### config.mk
export PLATFORM = sky130hd
export DESIGN_NAME = axil_fetch
export DESIGN_NICKNAME = d
export VERILOG_FILES = /design/src/verilog/fetch_pkg.sv /design/src/verilog/axil_fetch.sv /design/src/verilog/bus_credit_counter.sv /design/src/verilog/fetch_request_ctrl.sv /design/src/verilog/insn_fifo.sv /design/src/verilog/insn_unpacker.sv
export SDC_FILE = /design/constraint.sdc
export NUM_CORES = 1
export LEC_CHECK = 0
export BUFFER_PORTS_ARGS = -buffer_cell sky130_fd_sc_hd__buf_2
export CAP_MARGIN = 10
export CORE_UTILIZATION = 35
export CTS_CLUSTER_DIAMETER = 100
export DETAILED_ROUTE_END_ITERATION = 8
export HOLD_SLACK_MARGIN = 0.05
export SLEW_MARGIN = 10
export SYNTH_ARGS = -nofsm -noshare
export SYNTH_HDL_FRONTEND = slang
export SYNTH_HIERARCHICAL = 1
export SYNTH_SLANG_ARGS = --single-unit
### constraint.sdc
create_clock -name S_AXI_ACLK -period 6.9 [get_ports S_AXI_ACLK]
set_input_delay 1.035 -clock S_AXI_ACLK [delete_from_list [all_inputs] [get_ports S_AXI_ACLK]]
set_output_delay 1.035 -clock S_AXI_ACLK [all_outputs]
set_load 0.01 [all_outputs]
### src/verilog/fetch_pkg.sv
package fetch_pkg;

	// Default widths, overridden from the top level
	localparam int ADDR_WIDTH_DEF = 32;
	localparam int BUS_WIDTH_DEF = 64;
	localparam int INSN_WIDTH_DEF = 32;

	// Bus words fetched ahead, a power of two of at least 4
	localparam int FETCH_LIMIT_DEF = 16;

	// Unprivileged, secure, instruction access
	localparam logic [2:0] AR_PROT_INSN = 3'b100;

	// Request side of the fetch
	typedef enum logic [1:0]
	{
		REQ_IDLE,
		REQ_ISSUE,
		REQ_REDIRECT
	} req_state_t;

endpackage

### src/verilog/axil_fetch.sv
`timescale 1ns/1ps

module axil_fetch #(
	parameter int ADDR_WIDTH = fetch_pkg::ADDR_WIDTH_DEF,
	parameter int BUS_WIDTH = fetch_pkg::BUS_WIDTH_DEF,
	parameter int INSN_WIDTH = fetch_pkg::INSN_WIDTH_DEF,
	parameter int FETCH_LIMIT = fetch_pkg::FETCH_LIMIT_DEF
) (
	input  logic                  S_AXI_ACLK,
	input  logic                  fifo_reset,
	// CPU side
	input  logic                  i_new_pc,
	input  logic                  i_clear_cache,
	input  logic                  i_ready,
	input  logic [ADDR_WIDTH-1:0] i_pc,
	output logic [INSN_WIDTH-1:0] o_insn,
	output logic [ADDR_WIDTH-1:0] o_pc,
	output logic                  o_valid,
	output logic                  o_illegal,
	// AXI-lite read channels
	output logic                  o_axi_arvalid,
	input  logic                  i_axi_arready,
	output logic [ADDR_WIDTH-1:0] o_axi_araddr,
	output logic [2:0]            o_axi_arprot,
	input  logic                  i_axi_rvalid,
	output logic                  o_axi_rready,
	input  logic [BUS_WIDTH-1:0]  i_axi_rdata,
	input  logic [1:0]            i_axi_rresp
);

	import fetch_pkg::*;

	logic                 restart;
	logic                 accept;
	logic                 bus_full;
	logic                 discarding;
	logic                 fifo_wr;
	logic                 fifo_rd;
	logic                 fifo_empty;
	logic [BUS_WIDTH:0]   fifo_data;

	assign o_axi_arprot = AR_PROT_INSN;
	assign o_axi_rready = 1'b1;

	// Responses of a flushed fetch never reach the FIFO
	assign fifo_wr = i_axi_rvalid && !discarding;

	fetch_request_ctrl #(
		.ADDR_WIDTH  (ADDR_WIDTH),
		.BUS_WIDTH   (BUS_WIDTH),
		.FETCH_LIMIT (FETCH_LIMIT)
	) u_request_ctrl (
		.S_AXI_ACLK    (S_AXI_ACLK),
		.fifo_reset    (fifo_reset),
		.i_new_pc      (i_new_pc),
		.i_clear_cache (i_clear_cache),
		.i_pc          (i_pc),
		.i_arready     (i_axi_arready),
		.i_bus_full    (bus_full),
		.i_fifo_rd     (fifo_rd),
		.i_fifo_empty  (fifo_empty),
		.i_out_valid   (o_valid),
		.i_out_illegal (o_illegal),
		.i_ready       (i_ready),
		.o_arvalid     (o_axi_arvalid),
		.o_araddr      (o_axi_araddr),
		.o_restart     (restart),
		.o_accept      (accept)
	);

	bus_credit_counter #(
		.FETCH_LIMIT (FETCH_LIMIT)
	) u_credit_counter (
		.S_AXI_ACLK   (S_AXI_ACLK),
		.fifo_reset   (fifo_reset),
		.i_restart    (restart),
		.i_accept     (accept),
		.i_arvalid    (o_axi_arvalid),
		.i_rvalid     (i_axi_rvalid),
		.o_bus_full   (bus_full),
		.o_discarding (discarding)
	);

	insn_fifo #(
		.BUS_WIDTH   (BUS_WIDTH),
		.FETCH_LIMIT (FETCH_LIMIT)
	) u_insn_fifo (
		.S_AXI_ACLK (S_AXI_ACLK),
		.i_restart  (restart),
		.i_wr       (fifo_wr),
		.i_data     ({i_axi_rresp[1], i_axi_rdata}),
		.i_rd       (fifo_rd),
		.o_data     (fifo_data),
		.o_empty    (fifo_empty)
	);

	insn_unpacker #(
		.ADDR_WIDTH (ADDR_WIDTH),
		.BUS_WIDTH  (BUS_WIDTH),
		.INSN_WIDTH (INSN_WIDTH)
	) u_unpacker (
		.S_AXI_ACLK   (S_AXI_ACLK),
		.i_restart    (restart),
		.i_new_pc     (i_new_pc),
		.i_pc         (i_pc),
		.i_ready      (i_ready),
		.i_fifo_data  (fifo_data),
		.i_fifo_empty (fifo_empty),
		.o_fifo_rd    (fifo_rd),
		.o_insn       (o_insn),
		.o_pc         (o_pc),
		.o_valid      (o_valid),
		.o_illegal    (o_illegal)
	);

endmodule

### src/verilog/bus_credit_counter.sv
`timescale 1ns/1ps

module bus_credit_counter #(
	parameter int FETCH_LIMIT = fetch_pkg::FETCH_LIMIT_DEF
) (
	input  logic S_AXI_ACLK,
	input  logic fifo_reset,
	input  logic i_restart,
	input  logic i_accept,
	input  logic i_arvalid,
	input  logic i_rvalid,
	output logic o_bus_full,
	output logic o_discarding
);

	localparam int CNT_W = $clog2(FETCH_LIMIT) + 4;
	// One below the top, so a request already on AR still fits
	localparam logic [CNT_W-1:0] FULL_AT = CNT_W'((1 << CNT_W) - 2);

	logic [CNT_W-1:0] outstanding;
	logic [CNT_W-1:0] next_outstanding;
	logic [CNT_W-1:0] discard_cnt;
	logic [CNT_W-1:0] new_discard;

	always_comb
	begin
		next_outstanding = outstanding;
		case ({i_accept, i_rvalid})
		2'b10: next_outstanding = outstanding + 1'b1;
		2'b01: next_outstanding = outstanding - 1'b1;
		default: begin end
		endcase
	end

	always_ff @(posedge S_AXI_ACLK)
	begin
		if (fifo_reset)
		begin
			outstanding <= '0;
			o_bus_full <= 1'b0;
		end
		else
		begin
			outstanding <= next_outstanding;
			o_bus_full <= (next_outstanding >= FULL_AT);
		end
	end

	// Everything in flight, plus the request on AR, belongs to the old stream
	assign new_discard = outstanding + CNT_W'(i_arvalid) - CNT_W'(i_rvalid);

	always_ff @(posedge S_AXI_ACLK)
	begin
		if (fifo_reset)
		begin
			discard_cnt <= '0;
			o_discarding <= 1'b0;
		end
		else if (i_restart)
		begin
			discard_cnt <= new_discard;
			o_discarding <= (new_discard != '0);
		end
		else if (i_rvalid && (discard_cnt != '0))
		begin
			discard_cnt <= discard_cnt - 1'b1;
			o_discarding <= (discard_cnt > 1);
		end
	end

	// Slave never answers a read that was not asked for
	a_no_underflow: assert property (@(posedge S_AXI_ACLK) disable iff (fifo_reset)
		(i_rvalid && !i_accept) |-> (outstanding != '0))
		else $error("Read response with no read outstanding");

endmodule

### src/verilog/fetch_request_ctrl.sv
`timescale 1ns/1ps

module fetch_request_ctrl #(
	parameter int ADDR_WIDTH = fetch_pkg::ADDR_WIDTH_DEF,
	parameter int BUS_WIDTH = fetch_pkg::BUS_WIDTH_DEF,
	parameter int FETCH_LIMIT = fetch_pkg::FETCH_LIMIT_DEF
) (
	input  logic                  S_AXI_ACLK,
	input  logic                  fifo_reset,
	input  logic                  i_new_pc,
	input  logic                  i_clear_cache,
	input  logic [ADDR_WIDTH-1:0] i_pc,
	input  logic                  i_arready,
	input  logic                  i_bus_full,
	input  logic                  i_fifo_rd,
	input  logic                  i_fifo_empty,
	input  logic                  i_out_valid,
	input  logic                  i_out_illegal,
	input  logic                  i_ready,
	output logic                  o_arvalid,
	output logic [ADDR_WIDTH-1:0] o_araddr,
	output logic                  o_restart,
	output logic                  o_accept
);

	import fetch_pkg::*;

	localparam int LANE_W = $clog2(BUS_WIDTH/8);
	localparam int CNT_W = $clog2(FETCH_LIMIT) + 4;
	localparam logic [CNT_W-1:0] FILL_MAX = CNT_W'(FETCH_LIMIT);

	req_state_t            state;
	logic [ADDR_WIDTH-1:0] pending_pc;
	logic [CNT_W-1:0]      fill;
	logic [CNT_W-1:0]      fill_est;
	logic                  fill_inc;
	logic                  fill_dec;
	logic                  ar_free;
	logic                  fill_stop;
	logic                  keep_issuing;

	assign o_restart = fifo_reset || i_clear_cache || i_new_pc;
	assign o_accept = o_arvalid && i_arready;
	assign ar_free = !o_arvalid || i_arready;

	//////////////////////////////////////////////////////////////////////
	// Fill count: words requested for the current stream, not yet read
	//////////////////////////////////////////////////////////////////////

	// A request left over from before a restart is not part of the stream
	assign fill_inc = o_accept && (state == REQ_ISSUE);
	assign fill_dec = i_fifo_rd && !i_fifo_empty;

	always_ff @(posedge S_AXI_ACLK)
	begin
		if (o_restart)
			fill <= '0;
		else if (fill_inc && !fill_dec)
			fill <= fill + 1'b1;
		else if (!fill_inc && fill_dec)
			fill <= fill - 1'b1;
	end

	// Leave room for a held output word that may still need a slot
	assign fill_est = fill + CNT_W'(o_accept) + CNT_W'(i_out_valid && !i_ready);
	assign fill_stop = (fill_est >= FILL_MAX);

	// A new burst starts only once the output stage has drained
	assign keep_issuing = (o_arvalid || !i_out_valid) && !i_out_illegal
		&& !i_bus_full && !fill_stop;

	//////////////////////////////////////////////////////////////////////
	// Request FSM
	//////////////////////////////////////////////////////////////////////

	always_ff @(posedge S_AXI_ACLK)
	begin
		if (fifo_reset)
		begin
			state <= REQ_IDLE;
			o_arvalid <= 1'b0;
		end
		else if (!ar_free)
		begin
			// AR stalled, the request on the channel stays put
			if (i_new_pc)
				state <= REQ_REDIRECT;
			else if (i_clear_cache)
				state <= REQ_IDLE;
		end
		else if (i_new_pc)
		begin
			state <= REQ_ISSUE;
			o_arvalid <= !i_bus_full;
		end
		else if (i_clear_cache)
		begin
			state <= REQ_IDLE;
			o_arvalid <= 1'b0;
		end
		else
		begin
			case (state)
			REQ_REDIRECT:
			begin
				// Stale request went out, now present the held PC
				state <= REQ_ISSUE;
				o_arvalid <= !i_bus_full;
			end
			REQ_ISSUE:
				o_arvalid <= keep_issuing;
			default:
				o_arvalid <= 1'b0;
			endcase
		end
	end

	always_ff @(posedge S_AXI_ACLK)
	begin
		if (i_new_pc)
			pending_pc <= i_pc;
	end

	// Next address to request, lane bits dropped after the first word
	always_ff @(posedge S_AXI_ACLK)
	begin
		if (ar_free)
		begin
			if (i_new_pc)
				o_araddr <= i_pc;
			else if (state == REQ_REDIRECT)
				o_araddr <= pending_pc;
			else if (o_arvalid)
				o_araddr <= {o_araddr[ADDR_WIDTH-1:LANE_W] + 1'b1, {LANE_W{1'b0}}};
		end
	end

	// AXI rule: a stalled request keeps both valid and address
	property p_araddr_hold;
		@(posedge S_AXI_ACLK) disable iff (fifo_reset)
			(o_arvalid && !i_arready) |=> (o_arvalid && $stable(o_araddr));
	endproperty

	a_araddr_hold: assert property (p_araddr_hold)
		else $error("ARADDR or ARVALID changed while AR was stalled");

endmodule

### src/verilog/insn_fifo.sv
`timescale 1ns/1ps

module insn_fifo #(
	parameter int BUS_WIDTH = fetch_pkg::BUS_WIDTH_DEF,
	parameter int FETCH_LIMIT = fetch_pkg::FETCH_LIMIT_DEF
) (
	input  logic               S_AXI_ACLK,
	input  logic               i_restart,
	input  logic               i_wr,
	input  logic [BUS_WIDTH:0] i_data,
	input  logic               i_rd,
	output logic [BUS_WIDTH:0] o_data,
	output logic               o_empty
);

	localparam int PTR_W = $clog2(FETCH_LIMIT);

	// Bus word with its error flag on top
	logic [BUS_WIDTH:0] mem [FETCH_LIMIT];
	// Extra pointer bit tells full from empty
	logic [PTR_W:0]     wr_ptr;
	logic [PTR_W:0]     rd_ptr;
	logic               full;

	assign o_empty = (wr_ptr == rd_ptr);
	assign full = (wr_ptr[PTR_W-1:0] == rd_ptr[PTR_W-1:0])
		&& (wr_ptr[PTR_W] != rd_ptr[PTR_W]);

	// Head of the queue, shown before it is read
	assign o_data = mem[rd_ptr[PTR_W-1:0]];

	always_ff @(posedge S_AXI_ACLK)
	begin
		if (i_restart)
			wr_ptr <= '0;
		else if (i_wr)
			wr_ptr <= wr_ptr + 1'b1;
	end

	always_ff @(posedge S_AXI_ACLK)
	begin
		if (i_restart)
			rd_ptr <= '0;
		else if (i_rd && !o_empty)
			rd_ptr <= rd_ptr + 1'b1;
	end

	always_ff @(posedge S_AXI_ACLK)
	begin
		if (i_wr)
			mem[wr_ptr[PTR_W-1:0]] <= i_data;
	end

	// Request throttling upstream must keep the queue from overflowing
	a_no_overflow: assert property (@(posedge S_AXI_ACLK) disable iff (i_restart)
		i_wr |-> !full)
		else $error("Write into a full instruction FIFO");

endmodule

### src/verilog/insn_unpacker.sv
`timescale 1ns/1ps

module insn_unpacker #(
	parameter int ADDR_WIDTH = fetch_pkg::ADDR_WIDTH_DEF,
	parameter int BUS_WIDTH = fetch_pkg::BUS_WIDTH_DEF,
	parameter int INSN_WIDTH = fetch_pkg::INSN_WIDTH_DEF
) (
	input  logic                  S_AXI_ACLK,
	input  logic                  i_restart,
	input  logic                  i_new_pc,
	input  logic [ADDR_WIDTH-1:0] i_pc,
	input  logic                  i_ready,
	input  logic [BUS_WIDTH:0]    i_fifo_data,
	input  logic                  i_fifo_empty,
	output logic                  o_fifo_rd,
	output logic [INSN_WIDTH-1:0] o_insn,
	output logic [ADDR_WIDTH-1:0] o_pc,
	output logic                  o_valid,
	output logic                  o_illegal
);

	localparam int LANE_W = $clog2(BUS_WIDTH/8);
	localparam int INSNS_PER_WORD = BUS_WIDTH / INSN_WIDTH;
	localparam int LEFT_W = $clog2(INSNS_PER_WORD) + 1;

	logic [BUS_WIDTH-1:0] out_data;
	logic [LEFT_W-1:0]    remaining;
	logic [LANE_W-1:0]    shift;
	logic                 word_load;

	// First word after a redirect starts at the PC's slot, later ones at 0
	assign shift = o_valid ? '0 : (o_pc[LANE_W-1:0] >> 2);

	// Pull a word when empty or when the last slot is being taken
	assign o_fifo_rd = !o_illegal
		&& ((remaining == '0) || (i_ready && (remaining == 1)));
	assign word_load = o_fifo_rd && !i_fifo_empty;

	assign o_insn = out_data[INSN_WIDTH-1:0];

	//////////////////////////////////////////////////////////////////////
	// Slot count and output valid
	//////////////////////////////////////////////////////////////////////

	always_ff @(posedge S_AXI_ACLK)
	begin
		if (i_restart)
			remaining <= '0;
		else if (word_load)
			remaining <= LEFT_W'(INSNS_PER_WORD) - LEFT_W'(shift);
		else if (o_fifo_rd)
			remaining <= '0;
		else if (!o_illegal && i_ready && (remaining != '0))
			remaining <= remaining - 1'b1;
	end

	// A bus error freezes the output until the next restart
	always_ff @(posedge S_AXI_ACLK)
	begin
		if (i_restart)
			o_valid <= 1'b0;
		else if (!o_illegal && (!o_valid || i_ready))
			o_valid <= word_load || (remaining > 1);
	end

	always_ff @(posedge S_AXI_ACLK)
	begin
		if (i_restart)
			o_illegal <= 1'b0;
		else if (word_load)
			o_illegal <= i_fifo_data[BUS_WIDTH];
	end

	//////////////////////////////////////////////////////////////////////
	// Instruction data and PC
	//////////////////////////////////////////////////////////////////////

	always_ff @(posedge S_AXI_ACLK)
	begin
		if (word_load)
			out_data <= i_fifo_data[BUS_WIDTH-1:0] >> (INSN_WIDTH * shift);
		else if (i_ready && !o_illegal)
			out_data <= out_data >> INSN_WIDTH;
	end

	// Instructions are taken as 4 bytes each
	always_ff @(posedge S_AXI_ACLK)
	begin
		if (i_new_pc)
			o_pc <= i_pc;
		else if (o_valid && i_ready && !o_illegal)
			o_pc <= {o_pc[ADDR_WIDTH-1:2] + 1'b1, 2'b00};
	end

	a_valid_count: assert property (@(posedge S_AXI_ACLK) disable iff (i_restart)
		o_valid == (remaining != '0))
		else $error("o_valid does not match the remaining slot count");

endmodule
Word level (Yosys, flattened, before mapping). Memories as Yosys holds them, arrays and structs flattened. A register that Yosys moved wholly into a read port is not among the register bits. Cells that the tools add are included.

Register bits: 203. RAM bits: 1040. Bits of input ports: 105. Output and inout bits: 103. Memories kept: 1.

Memories: u_insn_fifo.mem (depth 16, width 65, read ports 1, clocked after Yosys merged registers in 1, write ports 1, line insn_fifo.sv:19) `logic [BUS_WIDTH:0] mem [FETCH_LIMIT];`.

Add/sub/neg operators: 15. Order comparisons: 4. Equal/unequal tests: 6. Shift operators: 1. Muxes and demuxes: 31. Reductions and logical operators: 49.

Operator list (count): two-way mux 32 bit (5); two-way mux 64 bit (2); right shift 64 x 8 -> 64 bit (1); two-way mux 8 bit (4); adder 30 x 1 -> 30 bit (second input constant) (1); adder 29 x 1 -> 29 bit (second input constant) (1); adder 8 x 1 -> 8 bit (3); subtractor 8 x 1 -> 8 bit (second input constant) (3); logical AND 1 bit (18); two-way mux 2 bit (9); adder 8 x 1 -> 8 bit (second input constant) (2); one-hot mux 8 bit (2 select lines) (1); nonzero test 8 bit (2); nonzero test 3 bit (4); adder 5 x 1 -> 5 bit (second input constant) (2); zero test 1 bit (10); nonzero test 2 bit (5); >= comparator 8 x 5 -> 1 bit (second input constant) (1); >= comparator 8 bit (second input constant) (1); > comparator 8 x 1 -> 1 bit (second input constant) (1); two-way mux 4 bit (2); subtractor 8 x 1 -> 8 bit (1); logical OR 1 bit (7); two-way mux 1 bit (7); 9 further kinds (13).

Logic depth before layout (Yosys ltp).
Depth in word-level cells: 9. Depth in mapped cells: 14.

Cells and area by module. The synthesis kept the hierarchy.

Modules (own cells, without submodules): insn_fifo (instances 1, cells an instance 1529, area each 39818.2 µm²); insn_unpacker (instances 1, cells an instance 477, area each 5245.0 µm²); fetch_request_ctrl (instances 1, cells an instance 341, area each 3878.7 µm²); bus_credit_counter (instances 1, cells an instance 204, area each 1616.6 µm²); axil_fetch (instances 1, cells an instance 7, area each 51.3 µm²).

Worst setup path before layout. No wires, ideal clock.

Path kind: input to register. Start point: input port i_ready. End point: register u_unpacker.out_data[0], enable pin. Data arrival time: 3.480 ns. Setup slack: 2.988 ns. Stages: 4. Path buffers: 1. Path through: a21oi_1 -> nor3_1 -> clkbuf_1 -> nand2b_1.

Longest elaborated chain between the ends: 5.

Ends and longest elaborated chain: start: declaration (line axil_fetch.sv:14) `input logic i_ready,`; logical AND 1 bit (line insn_unpacker.sv:36) `&& ((remaining == '0) || (i_ready && (remaining == 1)));`; logical OR 1 bit (line insn_unpacker.sv:36); logical AND 1 bit (line insn_unpacker.sv:36); logical AND 1 bit (line insn_unpacker.sv:37) `assign word_load = o_fifo_rd && !i_fifo_empty;`; nonzero test 2 bit (no source line) (*); end signal: assignment (line insn_unpacker.sv:81) `out_data <= i_fifo_data[BUS_WIDTH-1:0] >> (INSN_WIDTH * shift);`; end signal: assignment (line insn_unpacker.sv:83) `out_data <= out_data >> INSN_WIDTH;`; end: declaration (line insn_unpacker.sv:26) `logic [BUS_WIDTH-1:0] out_data;`.

Every way passes the cells marked *; elsewhere a longest branch is shown, timed or not. A chain may end at the register's enable or synchronous reset.

Worst setup path in the final report.
Start point: register u_request_ctrl.o_arvalid. End point: register u_credit_counter.o_bus_full.

Longest elaborated chain between the ends: 4.

Ends and longest elaborated chain: start: declaration (line fetch_request_ctrl.sv:20) `output logic o_arvalid,`; start signal: assignment (line fetch_request_ctrl.sv:94) `o_arvalid <= !i_bus_full;`; start signal: assignment (line fetch_request_ctrl.sv:108) `o_arvalid <= !i_bus_full;`; start signal: assignment (line fetch_request_ctrl.sv:111) `o_arvalid <= keep_issuing;`; logical AND 1 bit (*) (line fetch_request_ctrl.sv:43) `assign o_accept = o_arvalid && i_arready;`; net accept (line axil_fetch.sv:34) `logic accept;`; == test 2 x 1 -> 1 bit / == test 2 bit (equally long branches) (line bus_credit_counter.sv:28) `case ({i_accept, i_rvalid})`; one-hot mux 8 bit (2 select lines) (*) (line bus_credit_counter.sv:28); >= comparator 8 bit (*) (line bus_credit_counter.sv:45) `o_bus_full <= (next_outstanding >= FULL_AT);`; end signal: assignment (line bus_credit_counter.sv:45); end: declaration (line bus_credit_counter.sv:12) `output logic o_bus_full,`.

The timed path passes the listed nets; every way through them passes the cells marked *.

==> results.ini <==
[power]
p_clk_share_pct = 39.4
peakVddDrop_mv = 0.216
p_leak_uw = 0.0179
p_per_area_nw_per_um2 = 272
p_sw_share_pct = 21.9
internal_power_uw = 12100
p_seq_share_pct = 55.3
p_switching_uw = 3400
total_power_uw = 15500
comb_power_share_pct = 5.3

[synth]
synth_seq_cells = 1247
ys_seq_area_share_pct = 73.1
synth_edf_count = 1200
synth_area_per_cell_um2 = 19.8
synth-async-reset-ratio_pct = 0
netlist_instances = 2558
synth_top_area_cell = edfxtp_1
ys_warn_count = 6
synthFlopType = edfxtp_1
syn-cell-area_um2 = 50600
synth_top_area_share_pct = 71.2
synth_area_leaders = edfxtp_1 71%, mux4_2 14%, dfxtp_1 1.9%
synthDistinctLibCells = 81

[clock_tree]
post-cts-setup-buffers = 0
ctsHoldBuffers = 0
htree_num_levels = 3
cts_sinks = 1247
cts_resized = 0
clkSlewWorstSetupHoldPaths_ps = 60
cts_tree = built
clk_path_buf_depth = 3
cts_buffers = 118
clock_latency_ps = 730
cts-root-buf = clkbuf_16

[die]
die_w_um = 382
ios = 208
die-area_um2 = 146000
start_util_pct = 35.3
die_h_um = 382
rows = 139
fp.coreArea_um2 = 143000

[sta]
worst_clock_skew_ps = 54.1
worstMarginPinSlew_ps = 1150
final.min_clock_period_ps = 3440
fin_crit_sh_pct = 49.9
hold_viol = 0
max_freq_ghz = 0.291
worst_slew_margin_rel_pct = 23.0
setup_tns_ps = 0
grt_setup_unrepaired = no
setup_viol = 0
slew_violations = 0

[grt]
grt_pass1_vias = 24972
grt_max_degree = 121
grt_pass1_wl_mm = 171
grt_usage_pct = 16.0
grt_overflow = 0
antenna_found_initial = 31

[worst_setup_path]
start_kind = flop
crit_path_end_kind = flop
critPathKind = flop to flop
critPathMaxFanout = 18
crit_required_ps = 7500
cp.arrival_ps = 4040

[placed_design]
portBuffers = 202
globalplace.congestion = 0.797
placed_area_um2 = 53400
dp_hpwl_mm = 65.1

[flow_run]
drv_cap = 0

[drt]
via_count = 24913
wl_mm = 118
drt-pass1-iter-count = 7
drc = 0
antenna_left = 0
drtIter0Drc = 1894
avgRoutedWirePerCell_um = 24.7
avgViaCountPerCell = 5.24

[cells_and_area]
mostFrequentLayoutCell = edfxtp_1
area_growth_syn_to_layout_pct = 12.7
stdcell_area_um2 = 57000
regArea_um2 = 37000
multi_input_area_um2 = 12600
nets = 2891
fin_util_pct = 39.7
fill_cells = 12814
mostFrequentLayoutCells = 1,200 x edfxtp_1, 325 x mux4_2, 201 x buf_2
drive_gt1_share_pct = 27.0

[status]
outcome = complete, no violations

[min_path]
hold_path.class = flop to flop

## cell families after synthesis
logic type               synth area share, %
AO/OA/AOI/OAI                           2.67
XOR/XNOR                                1.19
adder cells (fa/ha/maj)                0.935
buffers and inverters                   2.29
flip-flops                              73.1
multiplexers                            15.7
other                                 0.0148
AND/OR/NAND/NOR                         4.18
## synth_stat cells (3+ instances only)
cell type  number
a31oi_1        20
nand3_1        27
nor3b_1         3
or4_4           3
a22oi_1        14
a21o_1          7
nor3_1         18
o21bai_1        3
mux2_2          8
or4_1          17
fa_1            3
a22o_1          3
buf_2          18
nor4_1          6
nand4_1        25
buf_4          39
nor2b_1         8
ha_1           33
and2_1         22
or3_1           8
xor2_1         37
xnor2_1        32
nand2_1        74
a211oi_1        8
nor4b_1         4
o21ai_0        59
inv_1          40
mux2i_1        49
and4_1          5
o21a_1          3
and3_1         39
a21oi_1        61
buf_6          26
o31ai_1        14
clkbuf_1       71
edfxtp_1     1200
dfxtp_1        47
buf_1          10
mux4_2        325
nor2_1        109
nand2b_1        8
## worst max-delay path: stages (launching register included)
cell and delay (ps):
dfxtp_1 500, nand2_1 150, inv_1 80, inv_1 60, ha_1 410, xor2_1 250, ha_1 280, or4_4 530
a41oi_2 210, xnor2_1 100, or4_4 570, nor4b_4 210
## path summary, 6_finish.rpt
kind,startpoint,to,cells past startpoint,slack (ps)
setup / recovery,u_request_ctrl/o_arvalid,u_credit_counter/o_bus_full,11,3460
hold / removal,u_credit_counter/o_bus_full,u_request_ctrl/o_arvalid,1,450
setup reg to reg,u_request_ctrl/o_arvalid,u_credit_counter/o_bus_full,11,3460
hold reg to reg,u_credit_counter/o_bus_full,u_request_ctrl/o_arvalid,1,450
## power groups by stage
stage	Sequential (uW)	Combinational, uW	Clock [uW]
3_5_place_dp	8730	823	0
5_1_grt	8590	909	6540
4_1_cts	8570	829	6270
2_1_floorplan	8710	528	0
6_report	8570	818	6110
3_3_place_gp	8730	817	0
## flip-flops by register name, indices dropped and copies added (netlist names), 5 cells and up, named ones only
signal / flops
u_unpacker/out_data: 64
u_request_ctrl/o_araddr: 32
u_insn_fifo/wr_ptr: 5
u_credit_counter/outstanding: 8
u_insn_fifo/rd_ptr: 5
u_credit_counter/discard_cnt: 8
u_request_ctrl/pending_pc: 32
u_insn_fifo/mem: 1040
u_unpacker/o_pc: 32
u_request_ctrl/fill: 8
## metal layers
metal | vias to the layer above | share of wire (%) | global-route usage [%]
li1 | 10838 | - | -
met1 | 13112 | 42 | 21.4
met2 | 758 | 49 | 26.7
met3 | 183 | 6.6 | 3.54
met4 | 22 | 1.8 | 3.11
met5 | - | 0.11 | 0
## through the flow
stage / hold WS [ps] / instances / setup slack (ps)
final: 447 / 4752 / 3460
after global placement: 446 / 4533 / 2820
after detailed placement: 441 / 4533 / 2820
after CTS: 451 / 4748 / 3440
after global routing: 463 / 4749 / 3220
after floorplan: 416 / 2560 / 2990
## layout make-up
cell class / count / share of cell area, %
multi-input combinational: 1105 / 22.0
sequential: 1247 / 64.9
timing repair buffer: 236 / 2.33
inverter: 42 / 0.276
tap: 1903 / 4.18
clock buffer: 144 / 5.35
antenna: 4 / 0.0176
clock inverter: 71 / 0.974
(Power assumes the default switching activity.)
